`src/rtl/rob_defines.svh`:
```
`ifndef ROB_DEFINES_SVH
`define ROB_DEFINES_SVH

// buffer geometry
`define ROB_DEPTH 64
`define ROB_AW 6

// entries written by one allocation
`define ROB_GRP 4

// retire bandwidth per cycle
`define ROB_CMT_W 4

// execution write-back ports
`define ROB_DONE_PORTS 4

// physical register number width
`define ROB_PREG_W 6

`endif

```
`src/rtl/rob_pkg.sv`:
```
`include "rob_defines.svh"

package rob_pkg;

    // entry index into the buffer
    typedef logic [`ROB_AW-1:0] rob_idx_t;

    // index plus wrap bit, so full and empty can be told apart
    typedef logic [`ROB_AW:0] rob_ptr_t;

    // physical register number
    typedef logic [`ROB_PREG_W-1:0] preg_t;

    // condition code compared against the RF compare result
    typedef logic [1:0] brnc_cond_t;

    // what the front end predicted for a branch
    typedef struct packed {
        logic       pred;
        brnc_cond_t cond;
    } brnc_info_t;

endpackage

```
`src/rtl/rob_branch_check.sv`:
```
`timescale 1ns/100ps
`include "rob_defines.svh"

module rob_branch_check import rob_pkg::*; (
    input  logic                  brnc_vld,
    input  rob_idx_t              brnc_idx,
    input  brnc_cond_t            brnc_cmp_rslt,
    input  brnc_info_t            brnc_info,
    input  logic [`ROB_DEPTH-1:0] vld,
    input  logic [`ROB_DEPTH-1:0] brnc,
    output logic                  mis_pred,
    output logic                  cmt_brnc,
    output rob_idx_t              rollback_idx
);

    logic hit;
    logic taken;

    // results for anything but a live branch entry are dropped
    assign hit = brnc_vld && vld[brnc_idx] && brnc[brnc_idx];

    // actual outcome: stored condition matches the compare result
    assign taken = (brnc_info.cond == brnc_cmp_rslt);

    assign mis_pred = hit && (brnc_info.pred != taken);
    assign cmt_brnc = hit && (brnc_info.pred == taken);

    // first entry of the following group, 60..63 wraps to 0
    assign rollback_idx = (brnc_idx | rob_idx_t'(`ROB_GRP - 1)) + 1'b1;

endmodule

```
`src/rtl/rob_commit.sv`:
```
`timescale 1ns/100ps
`include "rob_defines.svh"

module rob_commit import rob_pkg::*; (
    input  rob_idx_t                  head,
    input  logic [`ROB_DEPTH-1:0]     vld,
    input  logic [`ROB_DEPTH-1:0]     done,
    input  logic [`ROB_DEPTH-1:0]     reg_wrt,
    input  preg_t [`ROB_CMT_W-1:0]    head_pregs,
    output logic [2:0]                commit_cnt,
    output logic [2:0]                free_preg_cnt,
    output preg_t [`ROB_CMT_W-1:0]    free_preg
);

    logic [`ROB_CMT_W-1:0] slot_ok;
    logic [`ROB_CMT_W-1:0] slot_rw;
    logic                  run_live;

    // state of the oldest few entries
    always_comb begin
        for (int k = 0; k < `ROB_CMT_W; k++) begin
            slot_ok[k] = vld[rob_idx_t'(head + k)] && done[rob_idx_t'(head + k)];
            slot_rw[k] = reg_wrt[rob_idx_t'(head + k)];
        end
    end

    // run from the head stops at the first unfinished or empty slot;
    // freed numbers are packed into the low slots in age order
    always_comb begin
        commit_cnt    = '0;
        free_preg_cnt = '0;
        free_preg     = '0;
        run_live      = 1'b1;
        for (int k = 0; k < `ROB_CMT_W; k++) begin
            run_live = run_live && slot_ok[k];
            if (run_live) begin
                commit_cnt = commit_cnt + 1'b1;
                if (slot_rw[k]) begin
                    free_preg[free_preg_cnt[1:0]] = head_pregs[k];
                    free_preg_cnt = free_preg_cnt + 1'b1;
                end
            end
        end
    end

endmodule

```
`src/rtl/rob_field_array.sv`:
```
`timescale 1ns/100ps
`include "rob_defines.svh"

module rob_field_array import rob_pkg::*; #(
    parameter type payload_t = preg_t,
    parameter int  N_RD      = 1
) (
    input  logic                      clk,
    input  logic                      rst_n,
    input  logic                      wr_en,
    input  rob_idx_t                  wr_base,
    input  payload_t [`ROB_GRP-1:0]   wr_data,
    input  rob_idx_t [N_RD-1:0]       rd_idx,
    output payload_t [N_RD-1:0]       rd_data
);

    payload_t mem [`ROB_DEPTH];

    // whole group lands at the tail, wrapping past the last entry
    always_ff @(posedge clk) begin
        if (wr_en && rst_n) begin
            for (int g = 0; g < `ROB_GRP; g++) begin
                mem[rob_idx_t'(wr_base + g)] <= wr_data[g];
            end
        end
    end

    // asynchronous reads
    for (genvar r = 0; r < N_RD; r++) begin : g_rd
        assign rd_data[r] = mem[rd_idx[r]];
    end

endmodule

```
`src/rtl/rob_pointers.sv`:
```
`timescale 1ns/100ps
`include "rob_defines.svh"

module rob_pointers import rob_pkg::*; (
    input  logic       clk,
    input  logic       rst_n,
    input  logic       alloc_vld,
    input  logic       mis_pred,
    input  rob_idx_t   rollback_idx,
    input  logic [2:0] commit_cnt,
    output rob_idx_t   head,
    output rob_ptr_t   tail,
    output logic       rob_full,
    output logic       rob_empty,
    output logic       alloc_en
);

    // head keeps its own wrap bit for the occupancy math
    rob_ptr_t          head_q;
    logic [`ROB_AW:0]  occ;
    logic              rb_wrap;

    assign head = head_q[`ROB_AW-1:0];

    // entries in flight, 0 to 64
    assign occ = tail - head_q;

    assign rob_empty = (occ == '0);
    // not enough room left for a whole group
    assign rob_full  = (occ > (`ROB_DEPTH - `ROB_GRP));

    // the one allocation strobe everyone else sees
    assign alloc_en = alloc_vld && !rob_full && !mis_pred;

    // rollback point numerically above the tail means the tail
    // already wrapped past 63, so the wrap bit goes back as well
    assign rb_wrap = tail[`ROB_AW] ^ (rollback_idx > tail[`ROB_AW-1:0]);

    always_ff @(posedge clk or negedge rst_n) begin
        if (!rst_n) begin
            tail <= '0;
        end else if (mis_pred) begin
            tail <= {rb_wrap, rollback_idx};
        end else if (alloc_en) begin
            tail <= tail + rob_ptr_t'(`ROB_GRP);
        end
    end

    always_ff @(posedge clk or negedge rst_n) begin
        if (!rst_n) begin
            head_q <= '0;
        end else begin
            head_q <= head_q + rob_ptr_t'(commit_cnt);
        end
    end

endmodule

```
`src/rtl/rob_status.sv`:
```
`timescale 1ns/100ps
`include "rob_defines.svh"

module rob_status import rob_pkg::*; (
    input  logic                           clk,
    input  logic                           rst_n,
    input  logic                           alloc_en,
    input  rob_ptr_t                       tail,
    input  logic [`ROB_GRP-1:0]            alloc_reg_wrt,
    input  logic [`ROB_GRP-1:0]            alloc_brnc,
    input  logic [`ROB_DONE_PORTS-1:0]     done_vld,
    input  rob_idx_t [`ROB_DONE_PORTS-1:0] done_idx,
    input  logic                           brnc_vld,
    input  rob_idx_t                       brnc_idx,
    input  logic                           mis_pred,
    input  rob_idx_t                       rollback_idx,
    input  rob_idx_t                       head,
    input  logic [2:0]                     commit_cnt,
    output logic [`ROB_DEPTH-1:0]          vld,
    output logic [`ROB_DEPTH-1:0]          done,
    output logic [`ROB_DEPTH-1:0]          reg_wrt,
    output logic [`ROB_DEPTH-1:0]          brnc
);

    logic [`ROB_DEPTH-1:0] kill_hit;
    logic [`ROB_DEPTH-1:0] bubble_hit;
    logic [`ROB_DEPTH-1:0] alloc_hit;
    logic [`ROB_DEPTH-1:0] done_hit;
    logic [`ROB_DEPTH-1:0] cmt_hit;
    rob_idx_t              kill_len;

    // entries from the rollback point up to the old tail get dropped
    assign kill_len = tail[`ROB_AW-1:0] - rollback_idx;

    always_comb begin
        for (int e = 0; e < `ROB_DEPTH; e++) begin
            kill_hit[e]   = mis_pred && (rob_idx_t'(e - rollback_idx) < kill_len);
            // younger neighbours of the branch inside its own group
            bubble_hit[e] = mis_pred && (e / `ROB_GRP == brnc_idx / `ROB_GRP)
                            && (e > brnc_idx);
            alloc_hit[e]  = alloc_en && (rob_idx_t'(e - tail[`ROB_AW-1:0]) < `ROB_GRP);
            cmt_hit[e]    = (rob_idx_t'(e - head) < commit_cnt);
            // a resolved branch is finished whichever way it went
            done_hit[e]   = brnc_vld && (brnc_idx == rob_idx_t'(e)) && brnc[e];
            for (int p = 0; p < `ROB_DONE_PORTS; p++) begin
                if (done_vld[p] && (done_idx[p] == rob_idx_t'(e))) begin
                    done_hit[e] = 1'b1;
                end
            end
            // only pending entries take a completion
            done_hit[e] = done_hit[e] && vld[e] && !done[e];
        end
    end

    always_ff @(posedge clk or negedge rst_n) begin
        if (!rst_n) begin
            vld     <= '0;
            done    <= '0;
            reg_wrt <= '0;
            brnc    <= '0;
        end else begin
            for (int e = 0; e < `ROB_DEPTH; e++) begin
                if (kill_hit[e] || cmt_hit[e] && !(bubble_hit[e] || alloc_hit[e]
                                                   || done_hit[e])) begin
                    vld[e]     <= 1'b0;
                    done[e]    <= 1'b0;
                    reg_wrt[e] <= 1'b0;
                    brnc[e]    <= 1'b0;
                end else if (bubble_hit[e]) begin
                    // squashed in place, retires without freeing anything
                    done[e]    <= 1'b1;
                    reg_wrt[e] <= 1'b0;
                    brnc[e]    <= 1'b0;
                end else if (alloc_hit[e]) begin
                    vld[e]     <= 1'b1;
                    reg_wrt[e] <= alloc_reg_wrt[e % `ROB_GRP];
                    brnc[e]    <= alloc_brnc[e % `ROB_GRP];
                    // nothing to wait for, e.g. a nop
                    done[e]    <= !(alloc_reg_wrt[e % `ROB_GRP] || alloc_brnc[e % `ROB_GRP]);
                end else if (done_hit[e]) begin
                    done[e]    <= 1'b1;
                end
            end
        end
    end

endmodule

```
`src/rtl/rob_top.sv`:
```
`timescale 1ns/100ps
`include "rob_defines.svh"

module rob_top import rob_pkg::*; (
    input  logic                              clk,
    input  logic                              rst_n,
    input  logic                              alloc_vld,
    input  logic [`ROB_GRP-1:0]               alloc_reg_wrt,
    input  logic [`ROB_GRP-1:0]               alloc_brnc,
    input  logic [`ROB_GRP-1:0]               alloc_brnc_pred,
    input  brnc_cond_t [`ROB_GRP-1:0]         alloc_brnc_cond,
    input  preg_t [`ROB_GRP-1:0]              alloc_free_preg,
    input  logic [`ROB_DONE_PORTS-1:0]        done_vld,
    input  rob_idx_t [`ROB_DONE_PORTS-1:0]    done_idx,
    input  logic                              brnc_vld,
    input  rob_idx_t                          brnc_idx,
    input  brnc_cond_t                        brnc_cmp_rslt,
    output rob_ptr_t                          next_idx,
    output logic                              rob_full,
    output logic                              rob_empty,
    output logic                              mis_pred,
    output rob_idx_t                          mis_pred_idx,
    output logic                              cmt_brnc,
    output logic [2:0]                        commit_cnt,
    output logic [2:0]                        free_preg_cnt,
    output preg_t [`ROB_CMT_W-1:0]            free_preg
);

    rob_idx_t                   head;
    rob_idx_t                   rollback_idx;
    logic                       alloc_en;
    logic [`ROB_DEPTH-1:0]      vld;
    logic [`ROB_DEPTH-1:0]      done;
    logic [`ROB_DEPTH-1:0]      reg_wrt;
    logic [`ROB_DEPTH-1:0]      brnc;
    rob_idx_t [`ROB_CMT_W-1:0]  head_win;
    preg_t [`ROB_CMT_W-1:0]     head_pregs;
    brnc_info_t [`ROB_GRP-1:0]  alloc_brnc_info;
    brnc_info_t                 brnc_info;

    // pack prediction and condition per lane
    for (genvar g = 0; g < `ROB_GRP; g++) begin : g_lane
        assign alloc_brnc_info[g] = '{pred: alloc_brnc_pred[g], cond: alloc_brnc_cond[g]};
    end

    // the four oldest slots, wrapping past 63
    for (genvar c = 0; c < `ROB_CMT_W; c++) begin : g_win
        assign head_win[c] = head + rob_idx_t'(c);
    end

    assign mis_pred_idx = brnc_idx;

    rob_pointers rob_pointers_i (
        .clk          (clk),
        .rst_n        (rst_n),
        .alloc_vld    (alloc_vld),
        .mis_pred     (mis_pred),
        .rollback_idx (rollback_idx),
        .commit_cnt   (commit_cnt),
        .head         (head),
        .tail         (next_idx),
        .rob_full     (rob_full),
        .rob_empty    (rob_empty),
        .alloc_en     (alloc_en)
    );

    rob_status rob_status_i (
        .clk           (clk),
        .rst_n         (rst_n),
        .alloc_en      (alloc_en),
        .tail          (next_idx),
        .alloc_reg_wrt (alloc_reg_wrt),
        .alloc_brnc    (alloc_brnc),
        .done_vld      (done_vld),
        .done_idx      (done_idx),
        .brnc_vld      (brnc_vld),
        .brnc_idx      (brnc_idx),
        .mis_pred      (mis_pred),
        .rollback_idx  (rollback_idx),
        .head          (head),
        .commit_cnt    (commit_cnt),
        .vld           (vld),
        .done          (done),
        .reg_wrt       (reg_wrt),
        .brnc          (brnc)
    );

    rob_field_array #(.payload_t(preg_t), .N_RD(`ROB_CMT_W)) preg_array_i (
        .clk     (clk),
        .rst_n   (rst_n),
        .wr_en   (alloc_en),
        .wr_base (next_idx[`ROB_AW-1:0]),
        .wr_data (alloc_free_preg),
        .rd_idx  (head_win),
        .rd_data (head_pregs)
    );

    rob_field_array #(.payload_t(brnc_info_t), .N_RD(1)) brnc_array_i (
        .clk     (clk),
        .rst_n   (rst_n),
        .wr_en   (alloc_en),
        .wr_base (next_idx[`ROB_AW-1:0]),
        .wr_data (alloc_brnc_info),
        .rd_idx  (brnc_idx),
        .rd_data (brnc_info)
    );

    rob_branch_check rob_branch_check_i (
        .brnc_vld      (brnc_vld),
        .brnc_idx      (brnc_idx),
        .brnc_cmp_rslt (brnc_cmp_rslt),
        .brnc_info     (brnc_info),
        .vld           (vld),
        .brnc          (brnc),
        .mis_pred      (mis_pred),
        .cmt_brnc      (cmt_brnc),
        .rollback_idx  (rollback_idx)
    );

    rob_commit rob_commit_i (
        .head          (head),
        .vld           (vld),
        .done          (done),
        .reg_wrt       (reg_wrt),
        .head_pregs    (head_pregs),
        .commit_cnt    (commit_cnt),
        .free_preg_cnt (free_preg_cnt),
        .free_preg     (free_preg)
    );

endmodule

```
`config.mk`:
```
export PLATFORM = sky130hd
export DESIGN_NAME = rob_top
export DESIGN_NICKNAME = d
export VERILOG_FILES = /design/src/rtl/rob_pkg.sv /design/src/rtl/rob_branch_check.sv /design/src/rtl/rob_commit.sv /design/src/rtl/rob_field_array.sv /design/src/rtl/rob_pointers.sv /design/src/rtl/rob_status.sv /design/src/rtl/rob_top.sv
export VERILOG_INCLUDE_DIRS = /design/src /design/src/rtl
export SDC_FILE = /design/constraint.sdc
export NUM_CORES = 2
export LEC_CHECK = 0
export BUFFER_PORTS_ARGS = -buffer_cell sky130_fd_sc_hd__buf_2
export CORE_AREA = 2 2 273 544
export CTS_BUF_LIST = sky130_fd_sc_hd__clkbuf_2
export DETAILED_ROUTE_END_ITERATION = 6
export DIE_AREA = 0 0 275 546
export HOLD_SLACK_MARGIN = 0.06
export PLACE_DENSITY = 0.65
export SYNTH_ARGS = -nofsm -noshare
export SYNTH_HDL_FRONTEND = slang
export SYNTH_SLANG_ARGS = --single-unit
```
`constraint.sdc`:
```
create_clock -name clk -period 8.8 [get_ports clk]
set_input_delay 1.32 -clock clk [delete_from_list [all_inputs] [get_ports clk]]
set_output_delay 1.32 -clock clk [all_outputs]
set_load 0.05 [all_outputs]
```
======== After elaboration in Yosys (flattened, before gate mapping) ========
Memories as Yosys holds them, arrays and structs flattened.
Index checks and enable logic that the tools add are counted.
cells by class
  add/sub/neg operators ................... 212
  magnitude comparators ................... 268
  eq/ne operators ......................... 396
  multiplexer cells ....................... 1145
  bitwise logic cells ..................... 1
  reductions and logical operators ........ 1391
operators with widths
  operator               number
  $mux W1                1102
  $eq A6 B6 Y1 const B   160
  $logic_and A1 B1 Y1    800
  $sub A6 B6 Y6 const A  96
  $eq A6 B5 Y1 const B   80
  $lt A6 B3 Y1           64
  $lt A6 B3 Y1 const B   64
  $lt A6 B6 Y1           64
  $sub A5 B6 Y6 const A  48
  $reduce_bool A4 Y1     63
  $eq A6 B4 Y1 const B   40
  $logic_or A1 B1 Y1     195
  $gt A6 B6 Y1 const A   32
  $reduce_bool A3 Y1     64
  $mux W24               6
  $sub A4 B6 Y6 const A  24
  $logic_not A1 Y1       134
  $reduce_bool A2 Y1     65
  $ne A2 B2 Y1 const B   63
  $reduce_and A2 Y1      63
  $eq A6 B3 Y1 const B   20
  $gt A5 B6 Y1 const A   16
  $bmux W1 S6            14
  $bwmux W24             3
  36 further kinds       133
word-level totals
  register bits ........................... 270
  RAM bits ................................ 576
  output and inout port bits .............. 47
  memories ................................ 2
memory list
  name              words  bits a word  rd ports  clocked after Yosys merged registers in  wr ports  line                   text
  preg_array_i.mem  64     6            4         0                                        4         rob_field_array.sv:17  payload_t mem [`ROB_DEPTH];
  brnc_array_i.mem  64     3            1         0                                        4         rob_field_array.sv:17

======== Depth between registers and ports, before layout ========
  depth after elaboration ................. 17
  gate-level depth with buffers ........... 25

======== Hierarchy ========
From an unflattened synthesis, not the netlist that was laid out.
unflattened totals
  cell total of the unflattened synthesis .. 9005
  area total of the unflattened synthesis .. 84483.5 um2
modules (own cells, without submodules)
  module                          instances  cells each  area an instance (um2)
  rob_field_array (preg_array_i)  1          3457        37369.6
  rob_status                      1          2873        23208.5
  rob_field_array (brnc_array_i)  1          1692        15319.7
  rob_commit                      1          630         5977.0
  rob_pointers                    1          134         1251.2
  rob_branch_check                1          181         1058.5
  rob_top                         1          38          299.0

======== Least setup slack after synthesis ========
Ideal clock, no wire load.
  path kind ............................... reg2out
  from .................................... register rob_pointers_i.head_q[2]
  to ...................................... output free_preg[10] (netlist bit)
  arrival time ............................ 6.474 ns
  data required time ...................... 7.480 ns
  path slack .............................. 1.006 ns
  cell stages (with the launch flop) ...... 21
  buffers on the path ..................... 7
  path through ............................ dfrtp_1 inv_1 buf_1 clkbuf_1 buf_1 ha_1 clkbuf_1 clkbuf_1 mux4_2 mux4_2 mux2i_1 mux2i_1 nor4_1 clkbuf_1 mux2i_1 inv_1 ha_1 nand3_1 clkbuf_1 nor2_1 a21oi_1
RTL lines
  what                    line                text
  from (decl)             rob_pointers.sv:19  rob_ptr_t head_q;
  from (signal assigned)  rob_pointers.sv:53  head_q <= head_q + rob_ptr_t'(commit_cnt);
  to (decl)               rob_top.sv:26       output preg_t [`ROB_CMT_W-1:0] free_preg

==> flow_metrics.py <==
metrics = {
    "run_status": {
        "outcome": "finished, violations left",
        "failed_checks": "DRC, capacitance limit, slew limit",
    },
    "routing": {
        "via_count": 54980,
        "drt_wl_total_um": 321000,
        "highest_layer": "met5",
        "dr.pass1.iters": 7,
        "routed-wl-met2_um": 138000,
        "drtIter0Drc": 8343,
        "vias_per_cell": 7.38,
        "routed-wl-met3_um": 38500,
        "wl_per_cell_um": 43.1,
        "drc": 19,
        "detail-route-antenna-nets": 0,
        "met1Wirelength_um": 113000,
    },
    "critical_path": {
        "worst_r2r_endpoint": "rob_status_i.vld[15]$_DFFE_PN0P_",
        "worst_r2r_path_depth": 18,
        "timing.setup.critical_path_class": "reg2out",
        "cp_cell_sequence": "inv_2 > ha_4 > buf_4 > buf_4 > buf_6 > mux4_2 > mux4_2 > nor2b_1 > a211oi_1 > a21oi_1 > mux2_2 > buf_2",
        "required_ns": 7.48,
        "slowest_stage": "sky130_fd_sc_hd__a211oi_1",
        "family_with_the_most_delay_on_the_worst_path": "buffers and inverters",
        "r2r_slack_ns": 1.58,
        "critPathBufInv": 5,
        "crit_fanout": 40,
        "critPathMaxStageDelay_ns": 0.63,
        "r2r-start": "rob_pointers_i.head_q[2]$_DFF_PN0_",
        "crit_path_end_kind": "output port",
        "critical_path_arrival_ns": 7.23,
        "critPathLaunchType": "flip-flop",
    },
    "sta": {
        "setup_viol": 0,
        "layout_setup_ws_ns": 0.245,
        "post-route-period-util": 0.972,
        "setup_tns_ns": 0,
        "slew_violations": 3,
        "slew_headroom": -0.0788,
        "hold_viol_final": 0,
        "rsz_0062_raised_after_global_routing": "false",
        "fmax_mhz": 117,
        "finalClockSkew_ns": 0.328,
        "worst_pin_slew_ns": 1.60,
        "finalWorstPathRequiredPeriod_ns": 8.55,
    },
    "power_and_ir_drop": {
        "p_per_area_nw_per_um2": 285,
        "cellLeakagePower_nw": 24.4,
        "peakVddDrop_mv": 0.612,
        "totalPowerFinal_mw": 20.1,
    },
    "synthesis": {
        "synthArstFlopShare": 0.318,
        "post_synth_inst_count": 5404,
        "ys_seq_elements": 844,
        "postSynthAreaPerCell_um2": 12.1,
        "synth.yosys.warnings": 0,
        "dominantRegCellSynth": "sky130_fd_sc_hd__edfxtp_1",
        "yosysUniqueCellTypes": 93,
        "synthesis.area_um2": 65100,
        "synth_edf_count": 576,
        "yosysSeqAreaShare": 0.369,
    },
    "min_path": {
        "worst_hold_path.num_cells": 2,
        "hold_path.class": "in2reg",
        "hold_path_startpoint": "alloc_brnc_cond[7]",
        "min_delay_worst_endpoint": "brnc_array_i.mem[23][1]$_DFFE_PP_",
    },
    "placed_design": {
        "post_dp_cell_area_um2": 68400,
        "gpl.final_weighted_congestion": 1.11,
        "worst_setup_slack_post_dpl_ns": 1.24,
        "hpwl_um": 235000,
        "placedCellCount": 7070,
        "buffer_ports.inserted": 128,
    },
    "layout": {
        "final_layout_size_suffix_gt1_frac": 0.378,
        "num-nets-final": 5583,
        "stdcell_area_um2": 70300,
        "finalNonFillerCells": 7445,
        "synthesis_to_layout_area_growth_pct": 7.94,
        "final.fill_count": 13089,
    },
    "global_route": {
        "grt_start_max_net_pins": 152,
        "initial_antenna_violation_count": 38,
        "via_count_of_the_first_global_routing_pass": 52924,
        "global_route.overflow_total": 0,
        "grt_pass1_wl_um": 437000,
        "track_usage": 0.424,
    },
    "cts": {
        "htree_num_levels": 4,
        "numCtsBuffers": 209,
        "tritoncts": "done",
        "cts_root_buffer": "sky130_fd_sc_hd__clkbuf_2",
        "cts.sinks": 844,
        "cts.clk_slew.worst_paths_ns": 0.10,
        "cts_buffer_depth": 4,
        "clkLatencyLatePin_ns": 1.59,
    },
    "floorplan": {
        "core_area_um2": 146000,
        "width_of_the_die_um": 275,
        "floorplan.rows": 199,
        "die-area_um2": 150000,
        "initial_utilization": 0.445,
        "die_y_um": 546,
        "floorplan.io_pins": 131,
    },
    "run": {
        "drv.max_cap_violation_count": 2,
    },
}
==> placed cells by master, fill, tap and decap left out, types with 29 or more instances in the layout <==
cell | synthesis | layout
sky130_fd_sc_hd__o31ai_1 | 46 | 46
sky130_fd_sc_hd__nand3b_1 | 47 | 47
sky130_fd_sc_hd__inv_1 | 117 | 115
sky130_fd_sc_hd__nand2_1 | 410 | 409
sky130_fd_sc_hd__xnor2_1 | 81 | 69
sky130_fd_sc_hd__buf_4 | 28 | 266
sky130_fd_sc_hd__nand2b_1 | 39 | 39
sky130_fd_sc_hd__nor4_1 | 55 | 34
sky130_fd_sc_hd__mux2_2 | 474 | 474
sky130_fd_sc_hd__o21ai_0 | 142 | 140
sky130_fd_sc_hd__and3_1 | 57 | 57
sky130_fd_sc_hd__nor3_1 | 105 | 71
sky130_fd_sc_hd__dfrtp_1 | 268 | 262
sky130_fd_sc_hd__ha_1 | 124 | 120
sky130_fd_sc_hd__mux2i_1 | 47 | 47
sky130_fd_sc_hd__a21o_1 | 42 | 42
sky130_fd_sc_hd__a21oi_1 | 196 | 196
sky130_fd_sc_hd__clkinv_2 | 0 | 29
sky130_fd_sc_hd__edfxtp_1 | 576 | 576
sky130_fd_sc_hd__nand4_1 | 46 | 46
sky130_fd_sc_hd__clkbuf_2 | 1 | 270
sky130_fd_sc_hd__o22ai_1 | 111 | 111
sky130_fd_sc_hd__nor2b_1 | 62 | 61
sky130_fd_sc_hd__nor2_1 | 255 | 251
sky130_fd_sc_hd__nor3_2 | 1 | 35
sky130_fd_sc_hd__nand3_1 | 169 | 169
sky130_fd_sc_hd__o211ai_1 | 38 | 38
sky130_fd_sc_hd__buf_2 | 89 | 125
sky130_fd_sc_hd__mux4_2 | 726 | 726
sky130_fd_sc_hd__clkinv_1 | 4 | 55
sky130_fd_sc_hd__o311ai_0 | 29 | 29
sky130_fd_sc_hd__a211oi_1 | 86 | 86
==> through the flow <==
step	hold WS, ns	util
3_3_place_gp	0.479	0.467
6_report	0.383	0.480
4_1_cts	0.211	0.480
3_5_place_dp	0.494	0.467
5_1_grt	0.316	0.480
2_1_floorplan	0.462	-
==> registers in the layout (all words and copies together), names as in the netlist <==
name and cells:
rob_status_i.vld 64, rob_pointers_i.head_q 7, preg_array_i.mem 384, rob_status_i.brnc 64
rob_pointers_i.tail 5, rob_status_i.done 64, brnc_array_i.mem 192, rob_status_i.reg_wrt 64
==> final cells by class <==
cell class                      count  area, um2  area share
Inverter                          127        478     0.00680
Clock inverter                     89        518     0.00737
Clock buffer                      270       1350      0.0192
Antenna cell                       14       35.0    0.000498
Timing Repair Buffer              411       3010      0.0427
Multi-Input combinational cell   3781      38500       0.548
Sequential cell                   844      24000       0.342
Tap cell                         1909       2390      0.0340
==> cells by family (layout without fill, tap and decap cells) <==
| group | after synthesis | count (layout) | synth area share |
|---|---|---|---|
| buffers and inverters | 780 | 897 | 0.0488 |
| AND/OR/NAND/NOR | 1393 | 1393 | 0.110 |
| AO/OA/AOI/OAI | 900 | 900 | 0.0927 |
| flip-flops | 844 | 844 | 0.369 |
| other | 1 | 16 | 0.0000576 |
| multiplexers | 1251 | 1251 | 0.341 |
| XOR/XNOR | 110 | 110 | 0.0148 |
| adder cells (fa/ha/maj) | 125 | 125 | 0.0241 |
==> repair_timing <==
action / in CTS / in global routing
setup buffers: 0 / 1
setup endpoints to repair: 4 / 25
hold buffers: 1 / 0
hold endpoints to repair: 72 / 0
gates resized for setup: 1 / 1
==> power by group <==
part	leakage, nW	switching, mW	internal [mW]
Clock	1.39	1.81	1.00
Combinational	14.4	6.07	4.90
Sequential	8.63	1.43	4.86
Total	24.4	9.31	10.8
==> worst max path at each step <==
| stage | from | to | slack (ns) | depth (start not counted) |
|---|---|---|---|---|
| after floorplan | rob_pointers_i.head_q[2]$_DFF_PN0_ | free_preg[10] | 1.01 | 20 |
| after global placement | brnc_idx[0] | cmt_brnc | 0.63 | 12 |
| after detailed placement | rob_pointers_i.head_q[0]$_DFF_PN0_ | free_preg[0] | 1.24 | 12 |
| after CTS | rob_pointers_i.head_q[0]$_DFF_PN0_ | free_preg[0] | 0.02 | 12 |
| after global routing | rob_pointers_i.head_q[0]$_DFF_PN0_ | free_preg[8] | 0.01 | 18 |
| final | rob_pointers_i.head_q[1]$_DFF_PN0_ | free_preg[0] | 0.25 | 12 |
==> cells in the mapped netlist (all sizes together) (15+ instances only) <==
library cell	instances	area share
a22oi	15	0.0017
or3b	26	0.0035
clkbuf	476	0.027
a21o	42	0.0048
nand4	46	0.0044
o211ai	39	0.0046
mux2i	47	0.0072
nor2	255	0.015
inv	123	0.0071
o31ai	47	0.0056
o311ai	29	0.0039
nand2b	39	0.0037
buf	177	0.014
o21ai	144	0.011
a211oi	86	0.0099
nand2	410	0.024
mux4	726	0.25
a21oi	196	0.015
mux2	478	0.083
dfrtp	268	0.10
and2	18	0.0017
o22ai	111	0.011
xor2	29	0.0039
edfxtp	576	0.27
nand3b	47	0.0054
nor3	116	0.011
nor4	65	0.0080
nor2b	62	0.0060
a21boi	21	0.0025
xnor2	81	0.011
ha	124	0.024
or3	17	0.0016
nand3	170	0.013
and3	57	0.0055
nor3b	19	0.0022
==> per-layer routing <==
metal	vias to the layer above	track usage
li1	21415	-
met1	27862	0.544
met2	4608	0.609
met3	1083	0.110
met4	12	0.324
met5	-	0
No activity file was read; power rests on OpenSTA's default activity.
